==> config.mk <==
export PLATFORM = sky130hd
export DESIGN_NAME = bpu_top
export DESIGN_NICKNAME = d
export VERILOG_FILES = /design/src/design/btb_pkg.sv /design/src/design/stream_pkg.sv /design/src/design/ubtb.sv /design/src/design/fsq.sv /design/src/design/bpu_commit.sv /design/src/design/bpu_top.sv
export VERILOG_INCLUDE_DIRS = /design/src /design/src/include
export SDC_FILE = /design/constraint.sdc
export NUM_CORES = 2
export LEC_CHECK = 0
export BUFFER_PORTS_ARGS = -buffer_cell sky130_fd_sc_hd__buf_2
export CORE_MARGIN = 3
export CORE_UTILIZATION = 40
export DETAILED_ROUTE_END_ITERATION = 10
export PLACE_DENSITY = 0.58
export SLEW_MARGIN = 20
export SYNTH_ARGS = -nofsm -noshare
export SYNTH_HDL_FRONTEND = slang
export SYNTH_HIERARCHICAL = 1
export SYNTH_SLANG_ARGS = --single-unit
==> constraint.sdc <==
create_clock -name clk -period 24.5 [get_ports clk]
set_input_delay 3.675 -clock clk [delete_from_list [all_inputs] [get_ports clk]]
set_output_delay 3.675 -clock clk [all_outputs]
set_load 0.005 [all_outputs]
==> src/include/bpu_macros.svh <==
`ifndef BPU_MACROS_SVH
`define BPU_MACROS_SVH

// Fetch address width
`define PC_W 32

// Micro BTB geometry
`define UBTB_SIZE 8
`define UBTB_TAG_W 12
`define SLOT_NUM 2

// Fetch block of 8 instructions, 4 bytes each
`define BLOCK_SIZE 32
`define OFFSET_W 3

// Low target bits kept in each slot view, the rest comes from the block PC
`define COND_TGT_W 14
`define JMP_TGT_W 16

// Fetch stream queue depth
`define FSQ_DEPTH 8

`endif

==> src/design/btb_pkg.sv <==
`include "bpu_macros.svh"

package btb_pkg;

    typedef enum logic {
        BR_COND = 1'b0,
        BR_JUMP = 1'b1
    } br_kind_e;

    // Conditional view of a slot word
    typedef struct packed {
        logic                   en;
        br_kind_e               kind;
        logic [`OFFSET_W-1:0]   offset;
        logic [1:0]             ctr;
        logic [`COND_TGT_W-1:0] target;
    } cond_slot_t;

    // Jump view, the counter bits widen the target instead
    typedef struct packed {
        logic                  en;
        br_kind_e              kind;
        logic [`OFFSET_W-1:0]  offset;
        logic [`JMP_TGT_W-1:0] target;
    } jump_slot_t;

    typedef union packed {
        cond_slot_t br;
        jump_slot_t jmp;
    } slot_u;

    typedef struct packed {
        logic                   valid;
        logic [`UBTB_TAG_W-1:0] tag;
        slot_u [`SLOT_NUM-1:0]  slots;
    } btb_entry_t;

endpackage

==> src/design/stream_pkg.sv <==
`include "bpu_macros.svh"

package stream_pkg;

    // One predicted fetch stream, the FSQ word
    typedef struct packed {
        logic [`PC_W-1:0]     start;
        logic [`PC_W-1:0]     target;
        logic                 taken;
        logic [`OFFSET_W-1:0] offset;
    } stream_t;

    // Resolved block information sent back to the uBTB
    typedef struct packed {
        logic [`PC_W-1:0]              start;
        btb_pkg::slot_u [`SLOT_NUM-1:0] slots;
        logic [`SLOT_NUM-1:0]          taken;
        logic [`SLOT_NUM-1:0]          en;
    } ubtb_update_t;

endpackage

==> src/design/ubtb.sv <==
`timescale 1ns/1ps
`include "bpu_macros.svh"

module ubtb (
    input  logic                           clk,
    input  logic                           rst,
    input  logic                           pc_valid_i,
    input  logic [`PC_W-1:0]               pc_i,
    input  logic                           upd_valid_i,
    input  logic [`PC_W-1:0]               upd_pc_i,
    input  btb_pkg::slot_u [`SLOT_NUM-1:0] upd_slot_i,
    input  logic [`SLOT_NUM-1:0]           upd_taken_i,
    input  logic [`SLOT_NUM-1:0]           upd_en_i,
    output logic                           pred_valid_o,
    output stream_pkg::stream_t            pred_stream_o
);
    import btb_pkg::*;
    import stream_pkg::*;

    localparam int BLK_OFF_W = $clog2(`BLOCK_SIZE);
    localparam int IDX_W = $clog2(`UBTB_SIZE);

    btb_entry_t             entries_q [`UBTB_SIZE];
    logic [7:0]             lfsr_q;
    logic [`UBTB_TAG_W-1:0] lookup_tag;
    logic [`UBTB_TAG_W-1:0] upd_tag;
    logic                   lookup_hit;
    logic                   upd_hit;
    logic [IDX_W-1:0]       lookup_idx;
    logic [IDX_W-1:0]       upd_idx;
    logic [IDX_W-1:0]       upd_sel;
    btb_entry_t             lookup_entry;
    btb_entry_t             upd_old;
    logic [`SLOT_NUM-1:0]   slot_taken;
    slot_u [`SLOT_NUM-1:0]  new_slots;
    stream_t                pred_d;
    stream_t                pred_q;
    logic                   pred_valid_q;

    function automatic logic [1:0] sat_ctr(input logic [1:0] ctr, input logic taken);
        logic [1:0] res;
        res = ctr;
        if (taken && ctr != 2'b11) begin
            res = ctr + 2'd1;
        end else if (!taken && ctr != 2'b00) begin
            res = ctr - 2'd1;
        end
        return res;
    endfunction

    // Upper target bits come from the block PC, width depends on the view
    function automatic logic [`PC_W-1:0] slot_target(input logic [`PC_W-1:0] pc,
                                                     input slot_u s);
        if (s.jmp.kind == BR_JUMP) begin
            return {pc[`PC_W-1:`JMP_TGT_W], s.jmp.target};
        end
        return {pc[`PC_W-1:`COND_TGT_W], s.br.target};
    endfunction

    assign lookup_tag = pc_i[BLK_OFF_W +: `UBTB_TAG_W];
    assign upd_tag    = upd_pc_i[BLK_OFF_W +: `UBTB_TAG_W];

    // Two read ports, lowest matching index wins
    always_comb begin
        lookup_hit = 1'b0;
        lookup_idx = '0;
        upd_hit    = 1'b0;
        upd_idx    = '0;
        for (int i = `UBTB_SIZE - 1; i >= 0; i--) begin
            if (entries_q[i].valid && entries_q[i].tag == lookup_tag) begin
                lookup_hit = 1'b1;
                lookup_idx = IDX_W'(i);
            end
            if (entries_q[i].valid && entries_q[i].tag == upd_tag) begin
                upd_hit = 1'b1;
                upd_idx = IDX_W'(i);
            end
        end
    end

    assign lookup_entry = entries_q[lookup_idx];
    assign upd_old      = entries_q[upd_idx];

    always_comb begin
        for (int s = 0; s < `SLOT_NUM; s++) begin
            slot_taken[s] = lookup_hit && lookup_entry.slots[s].br.en &&
                            (lookup_entry.slots[s].br.kind == BR_JUMP ||
                             lookup_entry.slots[s].br.ctr[1]);
        end
        pred_d.start  = pc_i;
        pred_d.target = pc_i + `PC_W'(`BLOCK_SIZE);
        pred_d.taken  = 1'b0;
        pred_d.offset = '0;
        // First taken branch in program order
        for (int s = 0; s < `SLOT_NUM; s++) begin
            if (slot_taken[s] &&
                (!pred_d.taken || lookup_entry.slots[s].br.offset < pred_d.offset)) begin
                pred_d.taken  = 1'b1;
                pred_d.offset = lookup_entry.slots[s].br.offset;
                pred_d.target = slot_target(pc_i, lookup_entry.slots[s]);
            end
        end
    end

    always_ff @(posedge clk or posedge rst) begin
        if (rst) begin
            pred_valid_q <= 1'b0;
        end else begin
            pred_valid_q <= pc_valid_i;
        end
    end

    always_ff @(posedge clk) begin
        if (pc_valid_i) begin
            pred_q <= pred_d;
        end
    end

    assign pred_valid_o  = pred_valid_q;
    assign pred_stream_o = pred_q;

    // Counters are read live from the table, not from the update word
    always_comb begin
        for (int s = 0; s < `SLOT_NUM; s++) begin
            new_slots[s] = upd_slot_i[s];
            if (upd_en_i[s] && upd_slot_i[s].br.kind == BR_COND) begin
                if (upd_hit && upd_old.slots[s].br.en &&
                    upd_old.slots[s].br.kind == BR_COND &&
                    upd_old.slots[s].br.offset == upd_slot_i[s].br.offset) begin
                    new_slots[s].br.ctr = sat_ctr(upd_old.slots[s].br.ctr, upd_taken_i[s]);
                end else begin
                    new_slots[s].br.ctr = upd_taken_i[s] ? 2'b10 : 2'b01;
                end
            end
        end
    end

    assign upd_sel = upd_hit ? upd_idx : lfsr_q[IDX_W-1:0];

    always_ff @(posedge clk or posedge rst) begin
        if (rst) begin
            entries_q <= '{default: '0};
        end else if (upd_valid_i) begin
            entries_q[upd_sel] <= '{valid: 1'b1, tag: upd_tag, slots: new_slots};
        end
    end

    // Fibonacci LFSR, taps 8 6 5 4, steps once per allocation
    always_ff @(posedge clk or posedge rst) begin
        if (rst) begin
            lfsr_q <= 8'h01;
        end else if (upd_valid_i && !upd_hit) begin
            lfsr_q <= {lfsr_q[6:0], lfsr_q[7] ^ lfsr_q[5] ^ lfsr_q[4] ^ lfsr_q[3]};
        end
    end

endmodule

==> src/design/fsq.sv <==
`timescale 1ns/1ps
`include "bpu_macros.svh"

module fsq (
    input  logic                clk,
    input  logic                rst,
    input  logic                push_i,
    input  stream_pkg::stream_t push_stream_i,
    input  logic                pop_i,
    output stream_pkg::stream_t head_stream_o,
    output logic                full_o,
    output logic                empty_o
);
    import stream_pkg::*;

    localparam int PTR_W = $clog2(`FSQ_DEPTH);
    localparam logic [PTR_W-1:0] LAST = PTR_W'(`FSQ_DEPTH - 1);

    stream_t          mem_q [`FSQ_DEPTH];
    logic [PTR_W-1:0] rd_ptr_q;
    logic [PTR_W-1:0] wr_ptr_q;
    logic [PTR_W:0]   count_q;
    logic             do_push;
    logic             do_pop;

    function automatic logic [PTR_W-1:0] next_ptr(input logic [PTR_W-1:0] ptr);
        return (ptr == LAST) ? '0 : ptr + 1'b1;
    endfunction

    assign full_o  = count_q == (PTR_W + 1)'(`FSQ_DEPTH);
    assign empty_o = count_q == '0;

    // A push while full only lands if the head leaves in the same cycle
    assign do_push = push_i && (!full_o || pop_i);
    assign do_pop  = pop_i && !empty_o;

    always_ff @(posedge clk or posedge rst) begin
        if (rst) begin
            rd_ptr_q <= '0;
            wr_ptr_q <= '0;
            count_q  <= '0;
        end else begin
            if (do_push) begin
                wr_ptr_q <= next_ptr(wr_ptr_q);
            end
            if (do_pop) begin
                rd_ptr_q <= next_ptr(rd_ptr_q);
            end
            case ({do_push, do_pop})
                2'b10:   count_q <= count_q + 1'b1;
                2'b01:   count_q <= count_q - 1'b1;
                default: count_q <= count_q;
            endcase
        end
    end

    always_ff @(posedge clk) begin
        if (do_push) begin
            mem_q[wr_ptr_q] <= push_stream_i;
        end
    end

    assign head_stream_o = mem_q[rd_ptr_q];

endmodule

==> src/design/bpu_commit.sv <==
`timescale 1ns/1ps
`include "bpu_macros.svh"

module bpu_commit (
    input  logic                           clk,
    input  logic                           rst,
    input  logic                           res_valid_i,
    input  stream_pkg::stream_t            head_stream_i,
    input  btb_pkg::slot_u [`SLOT_NUM-1:0] res_slot_i,
    input  logic [`SLOT_NUM-1:0]           res_taken_i,
    input  logic [`PC_W-1:0]               res_target_i,
    output logic                           pop_o,
    output logic                           commit_valid_o,
    output logic [`PC_W-1:0]               commit_pc_o,
    output logic [`PC_W-1:0]               commit_pred_target_o,
    output logic                           mispredict_o,
    output logic                           upd_valid_o,
    output logic [`PC_W-1:0]               upd_pc_o,
    output btb_pkg::slot_u [`SLOT_NUM-1:0] upd_slot_o,
    output logic [`SLOT_NUM-1:0]           upd_taken_o,
    output logic [`SLOT_NUM-1:0]           upd_en_o
);
    import stream_pkg::*;

    logic [`SLOT_NUM-1:0] res_en;
    logic                 commit_valid_q;
    logic                 upd_valid_q;
    logic [`PC_W-1:0]     commit_pc_q;
    logic [`PC_W-1:0]     pred_target_q;
    logic                 mispredict_q;
    ubtb_update_t         upd_q;

    // Head is consumed in the resolve cycle
    assign pop_o = res_valid_i;

    // A jump in the tail slot counts through its enable bit as well
    always_comb begin
        for (int s = 0; s < `SLOT_NUM; s++) begin
            res_en[s] = res_slot_i[s].br.en;
        end
    end

    always_ff @(posedge clk or posedge rst) begin
        if (rst) begin
            commit_valid_q <= 1'b0;
            upd_valid_q    <= 1'b0;
        end else begin
            commit_valid_q <= res_valid_i;
            upd_valid_q    <= res_valid_i && (|res_en);
        end
    end

    always_ff @(posedge clk) begin
        if (res_valid_i) begin
            commit_pc_q   <= head_stream_i.start;
            pred_target_q <= head_stream_i.target;
            mispredict_q  <= head_stream_i.target != res_target_i;
            upd_q         <= '{start: head_stream_i.start, slots: res_slot_i,
                               taken: res_taken_i, en: res_en};
        end
    end

    assign commit_valid_o       = commit_valid_q;
    assign commit_pc_o          = commit_pc_q;
    assign commit_pred_target_o = pred_target_q;
    assign mispredict_o         = mispredict_q;

    assign upd_valid_o = upd_valid_q;
    assign upd_pc_o    = upd_q.start;
    assign upd_slot_o  = upd_q.slots;
    assign upd_taken_o = upd_q.taken;
    assign upd_en_o    = upd_q.en;

endmodule

==> src/design/bpu_top.sv <==
`timescale 1ns/1ps
`include "bpu_macros.svh"

module bpu_top (
    input  logic                           clk,
    input  logic                           rst,
    input  logic                           pc_valid_i,
    input  logic [`PC_W-1:0]               pc_i,
    input  logic                           res_valid_i,
    input  btb_pkg::slot_u [`SLOT_NUM-1:0] res_slot_i,
    input  logic [`SLOT_NUM-1:0]           res_taken_i,
    input  logic [`PC_W-1:0]               res_target_i,
    output logic                           fsq_full_o,
    output logic                           fsq_empty_o,
    output logic                           commit_valid_o,
    output logic [`PC_W-1:0]               commit_pc_o,
    output logic [`PC_W-1:0]               commit_pred_target_o,
    output logic                           mispredict_o
);
    import btb_pkg::*;
    import stream_pkg::*;

    logic                  pred_valid;
    stream_t               pred_stream;
    stream_t               head_stream;
    logic                  pop;
    logic                  upd_valid;
    logic [`PC_W-1:0]      upd_pc;
    slot_u [`SLOT_NUM-1:0] upd_slot;
    logic [`SLOT_NUM-1:0]  upd_taken;
    logic [`SLOT_NUM-1:0]  upd_en;

    ubtb u_ubtb (
        .clk(clk), .rst(rst),
        .pc_valid_i(pc_valid_i), .pc_i(pc_i),
        .upd_valid_i(upd_valid), .upd_pc_i(upd_pc), .upd_slot_i(upd_slot),
        .upd_taken_i(upd_taken), .upd_en_i(upd_en),
        .pred_valid_o(pred_valid), .pred_stream_o(pred_stream)
    );

    fsq u_fsq (
        .clk(clk), .rst(rst),
        .push_i(pred_valid), .push_stream_i(pred_stream), .pop_i(pop),
        .head_stream_o(head_stream), .full_o(fsq_full_o), .empty_o(fsq_empty_o)
    );

    bpu_commit u_commit (
        .clk(clk), .rst(rst),
        .res_valid_i(res_valid_i), .head_stream_i(head_stream),
        .res_slot_i(res_slot_i), .res_taken_i(res_taken_i), .res_target_i(res_target_i),
        .pop_o(pop), .commit_valid_o(commit_valid_o), .commit_pc_o(commit_pc_o),
        .commit_pred_target_o(commit_pred_target_o), .mispredict_o(mispredict_o),
        .upd_valid_o(upd_valid), .upd_pc_o(upd_pc), .upd_slot_o(upd_slot),
        .upd_taken_o(upd_taken), .upd_en_o(upd_en)
    );

endmodule

# ---- Word-level counts from Yosys, hierarchy flattened
# Memories as Yosys holds them, arrays and structs flattened.
# Index checks and enable logic that the tools add are counted.
dict set report classes {
  addsub 9
  mul 0
  div 0
  n_lt_le_gt_ge 5
  eq_ne 26
  shifts 0
  muxes 67
  n_bitwise 10
  reduce_logical 53
}
# op count
set ops {}
lappend ops {{$bwmux 440} 1}
lappend ops {{$bmux 55 s3} 2}
lappend ops {{$eq 12x12->1} 16}
lappend ops {{$mux 42} 4}
lappend ops {{$demux 55 s3} 1}
lappend ops {{$mux 32} 4}
lappend ops {{$mux 36} 2}
lappend ops {{$mux 3} 19}
lappend ops {{$mux 55} 1}
lappend ops {{$logic_and 1x1->1} 38}
lappend ops {{$add 32x6->32 const B} 1}
lappend ops {{$ne 32x32->1} 1}
lappend ops {{$mux 1} 22}
lappend ops {{$mux 2} 10}
lappend ops {{$ge 4x4->1 const B} 3}
lappend ops {{$not 3->4} 3}
lappend ops {{$pmux 4 s2} 1}
lappend ops {{$add 3x1->3 const B} 2}
lappend ops {{$eq 3x3->1} 2}
lappend ops {{$eq 3x3->1 const B} 2}
lappend ops {{$logic_not 1->1} 6}
lappend ops {{$reduce_bool 2->1} 3}
lappend ops {{$add 2x1->2 const B} 2}
lappend ops {{$add 4x1->4 const B} 1}
lappend ops {{13 further kinds} 23}
dict set report word_totals {
  regBits 640
  latchBits 0
  ramBits 544
  mem_bits_ro 0
  in_bits 112
  out_inout_bits 68
  wordCells 221
  n_memories 1
}
# name words word_bits rd rd_ports_with_merged_regs wr line_no
set mem_list {}
lappend mem_list {u_fsq.mem_q 8 68 1 0 1 fsq.sv:19} ;# stream_t mem_q [`FSQ_DEPTH];

# ---- Depth between registers and ports, before layout
dict set report logic_depth {
  ltp_word 25
  mapped_depth 26
  ltp_nobuf 17
}

# ---- Modules after synthesis
# The synthesis kept the hierarchy.
# module instances cells_per_inst area_each_um2 seq_area_each_um2
set by_module_without_submodules {}
lappend by_module_without_submodules {ubtb 1 2413 27178.6 13279.0}
lappend by_module_without_submodules {fsq 1 856 21144.0 16585.9}
lappend by_module_without_submodules {bpu_commit 1 191 3943.8 3323.2}

# ---- Least setup slack after synthesis
# No wires, ideal clock.
dict set report synth_path {
  kind {input-to-reg}
  start {input res_valid_i}
  end {memory u_fsq/mem_q[4][0] (netlist name) (enable)}
  setup_ns 0.685
  arrival_time_ns 10.921
  required_ns 23.815
  slack_ns 12.894
  stages 3
  path_buffers 1
  cell_sequence {buf_4 -> o21ai_4 -> nor4b_1}
}
dict set report synth_between {
  elab_chain_len 4
}
# item line_no
set synth_lines {}
lappend synth_lines {{start, declared} bpu_top.sv:9} ;# input logic res_valid_i,
lappend synth_lines {{$logic_or 1x1->1} fsq.sv:34} ;# assign do_push = push_i && (!full_o || pop_i);
lappend synth_lines {{$logic_and 1x1->1} fsq.sv:34}
lappend synth_lines {{$mux 1} fsq.sv:58} ;# if (do_push) begin
lappend synth_lines {{$mux 1 (not written as such)} fsq.sv:59} ;# mem_q[wr_ptr_q] <= push_stream_i;
lappend synth_lines {{end, declared} fsq.sv:19}
# No other way between the ends.

==> insert_results.sql <==
INSERT INTO impl_metrics (metric_group, metric, value, unit) VALUES
('final_layout', 'layout.nets', '3650', ''),
('routing', 'route.antenna.remaining_nets', '0', ''),
('cts', 'cts.path.max_buffers', '3', ''),
('synth', 'yosys_warnings', '6', ''),
('synth', 'syn-mean-instance-area', '14.99', 'um2'),
('global_routing', 'grt_max_degree', '105', ''),
('synth', 'post_synth_inst_count', '3386', ''),
('synth', 'syn_nets', '3513', ''),
('final_layout', 'synth_to_final_area_change', '12.62', '%'),
('cts', 'clock_edge_transition_at_the_registers_on_the_reported_setup_and_hold_paths', '0.06', 'ns'),
('cts', 'clock_latency', '0.72', 'ns'),
('global_routing', 'grt_overflow_total', '0', ''),
('pwr', 'power.density_cell_area', '95.23', 'nW/um2'),
('pwr', 'leakagePower', '21.63', 'nW'),
('floorplan', 'die_width', '362.3', 'um'),
('timing', 'number_of_max_slew_violations_in_the_final_report', '0', ''),
('global_routing', 'grt_first_pass_wirelength', '190.9', 'mm'),
('setup_path', 'critical_path.cell_chain', 'buf_2, xnor2_1, nand4_1, nor4_2, nor2b_1, a21oi_4, buf_4, buf_4, mux2_2, o21ai_0, o21ai_0, ha_1, o21ai_0, a32oi_1, or2_1, and2_1, a211oi_1', ''),
('setup_path', 'critPathSlowestCell', 'sky130_fd_sc_hd__buf_4', ''),
('cts', 'total_clock_buffers_created_by_cts', '121', ''),
('run_status', 'run_status', 'completed', ''),
('place', 'routabilityCongestion', '0.8001', ''),
('global_routing', 'groute.usage.overall', '19.38', '%'),
('place', 'buffers_added_on_ports', '179', ''),
('global_routing', 'number_of_global_route_vias_before_repair', '28750', ''),
('floorplan', 'num_io_pins', '180', ''),
('cts', 'cts_setup_buffers', '0', ''),
('setup_path', 'critical-path-max-stage-delay', '0.87', 'ns'),
('synth', 'synth_area', '50770', 'um2'),
('setup_path', 'crit_type', 'in2reg', ''),
('setup_path', 'critical_path_arrival', '10.28', 'ns'),
('floorplan', 'floorplan.die_area', '131200', 'um2'),
('floorplan', 'std_cell_rows', '130', ''),
('routing', 'detail_route.vias_per_cell', '5.356', ''),
('routing', 'remaining_drc_errors', '0', ''),
('run', 'cap_viol_max_count', '0', ''),
('global_routing', 'antenna_violations_before_repair', '9', ''),
('final_layout', 'nFillCells', '11100', ''),
('setup_path', 'setup_crit_end_kind', 'register', ''),
('timing', 'tcrit_tclk_final', '40.25', '%'),
('timing', 'final_hold_viol_count', '0', ''),
('routing', 'route.detailed.wl_per_inst', '24.08', 'um'),
('pwr', 'irDropWorstVdd', '0.00008419', 'V'),
('cts', 'cts_htree_levels', '3', ''),
('floorplan', 'core', '125700', 'um2'),
('place', 'place.detailed.hpwl', '77.91', 'mm'),
('timing', 'worstMarginPinSlew', '1.083', 'ns'),
('final_layout', 'layout-drive-gt1-share', '28.61', '%'),
('setup_path', 'crit_top_cell', 'sky130_fd_sc_hd__o21ai_0', ''),
('timing', 'rsz_0062_raised_after_global_routing', 'false', ''),
('cts', 'ctsRootBufferMaster', 'sky130_fd_sc_hd__clkbuf_16', ''),
('setup_path', 'critical_path.n_buffers_inverters', '3', ''),
('floorplan', 'initial_core_util', '40.38', '%'),
('cts', 'cts.sink_count', '1146', ''),
('setup_path', 'crit_family', 'buffers and inverters', ''),
('cts', 'total_of_hold_buffers_inserted_after_clock_tree_synthesis', '0', ''),
('timing', 'max_freq', '0.1014', 'GHz'),
('timing', 'timing.final.setup_violations', '0', ''),
('cts', 'tritoncts_clock_tree', 'built', ''),
('routing', 'routed_wirelength', '127.1', 'mm'),
('routing', 'drt-pass1-iter-count', '5', ''),
('min_path', 'min-delay-path-class', 'reg2reg', ''),
('pwr', 'report.power.total', '5.444', 'mW'),
('setup_path', 'timing.critical_path.fanout_max', '74', ''),
('setup_path', 'cp-start-kind', 'input port', ''),
('timing', 'max-slew-margin-rel', '27.65', '%'),
('setup_path', 'critical_path_required', '24.92', 'ns'),
('cts', 'resized_gates_after_cts', '0', ''),
('routing', 'vias', '28270', ''),
('timing', 'final.setup.tns', '0', 'ns'),
('timing', 'skew', '0.02828', 'ns'),
('floorplan', 'vertical_die_dimension', '362.3', 'um'),
('routing', 'detailedRoute.firstIterationViolations', '2204', ''),
('timing', 'finalCriticalPeriod', '9.861', 'ns');
[layer usage]
metal | vias up | track usage, % | wire, um
met2 | 716 | 31.26 | 59390
met1 | 14500 | 27.36 | 57790
met3 | 177 | 2.892 | 6646
met5 | - | 0 | 34
li1 | 12870 | - | -
met4 | 6 | 5.561 | 3255
[tightest hold or removal path: cells and delay by family (launching register included)]
family | cells | cell delay [ns]
simple gates | 2 | 0.10
flops | 1 | 0.34
[worst paths after layout]
kind	start	end	slack, ns	depth (start not counted)
worst max-delay path	pc_i[14]	u_ubtb/pred_stream_o[7]$_DFFE_PP_	14.64	17
worst min-delay path	u_ubtb/entries_q[228]$_DFFE_PP0P_	u_ubtb/entries_q[228]$_DFFE_PP0P_	0.47	2
worst max register to register	u_ubtb/entries_q[320]$_DFFE_PP0P_	u_ubtb/pred_stream_o[7]$_DFFE_PP_	17.59	16
worst min register to register	u_ubtb/entries_q[228]$_DFFE_PP0P_	u_ubtb/entries_q[228]$_DFFE_PP0P_	0.47	2
max in group asynchronous	rst	u_ubtb/entries_q[63]$_DFFE_PP0P_	19.33	4
min in group asynchronous	rst	u_commit/commit_valid_o$_DFF_PP0_	3.00	2
[per-stage QoR]
step	hold WS [ns]	utilization (%)	setup slack (ns)	instances	cell area, um2
finish	0.4727	45.47	14.64	5278	57170
global route	0.4931	45.46	14.15	5274	57160
CTS	0.4776	45.45	14.65	5274	57150
detailed placement	0.4631	42.17	13.89	5050	53020
global placement	0.4584	42.17	13.99	5050	53020
floorplan	0.4457	-	8.313	3386	50770
[sequential cells by signal, indices dropped and copies added (netlist names)]
signal,cells
u_commit/commit_pred_target_o,32
u_ubtb/pred_stream_o,64
u_fsq/mem_q,512
u_fsq/rd_ptr_q,3
u_commit/upd_slot_o,41
u_fsq/wr_ptr_q,3
u_ubtb/pred_valid_o,1
u_commit/mispredict_o,1
u_commit/upd_en_o,1
u_ubtb/lfsr_q,8
u_fsq/count_q,4
u_ubtb/entries_q,440
u_commit/upd_pc_o,32
u_commit/upd_taken_o,2
u_commit/upd_valid_o,1
u_commit/commit_valid_o,1
[layout make-up]
class                      count  area (um2)  share of cell area [%]
clock inverter                60       807.0                   1.412
antenna                        4       10.01                 0.01751
multi-input combinational   1963       17270                   30.21
inverter                      46       180.2                  0.3151
clock buffer                 164        3319                   5.806
timing repair buffer         245        1400                   2.449
sequential                  1146       32120                   56.18
tap                         1650        2064                   3.611
[placed cells by master, fill, tap and decap left out, types with 10 or more instances in the layout]
master	instances
sky130_fd_sc_hd__a211oi_1	104
sky130_fd_sc_hd__a21oi_1	50
sky130_fd_sc_hd__a31oi_1	11
sky130_fd_sc_hd__and2_1	13
sky130_fd_sc_hd__buf_2	177
sky130_fd_sc_hd__buf_4	67
sky130_fd_sc_hd__bufinv_16	15
sky130_fd_sc_hd__clkbuf_1	30
sky130_fd_sc_hd__clkbuf_16	121
sky130_fd_sc_hd__clkbuf_8	13
sky130_fd_sc_hd__clkinv_2	19
sky130_fd_sc_hd__dfrtp_1	457
sky130_fd_sc_hd__edfxtp_1	685
sky130_fd_sc_hd__ha_1	14
sky130_fd_sc_hd__inv_1	43
sky130_fd_sc_hd__mux2_2	398
sky130_fd_sc_hd__mux2i_1	139
sky130_fd_sc_hd__mux4_2	137
sky130_fd_sc_hd__nand2_1	369
sky130_fd_sc_hd__nand3_1	34
sky130_fd_sc_hd__nand4_1	55
sky130_fd_sc_hd__nor2_1	61
sky130_fd_sc_hd__nor2b_1	66
sky130_fd_sc_hd__nor4_1	12
sky130_fd_sc_hd__o211ai_1	16
sky130_fd_sc_hd__o21ai_0	39
sky130_fd_sc_hd__o22ai_1	12
sky130_fd_sc_hd__o31ai_1	12
sky130_fd_sc_hd__or4_1	10
sky130_fd_sc_hd__xnor2_1	247
sky130_fd_sc_hd__xor2_1	14
[power by group]
group	total [mW]	internal, mW	switching, mW
registers	2.47	2.32	0.153
clock network	1.88	1.11	0.772
logic	1.09	0.510	0.577
Power figures use the tool's default switching activity.
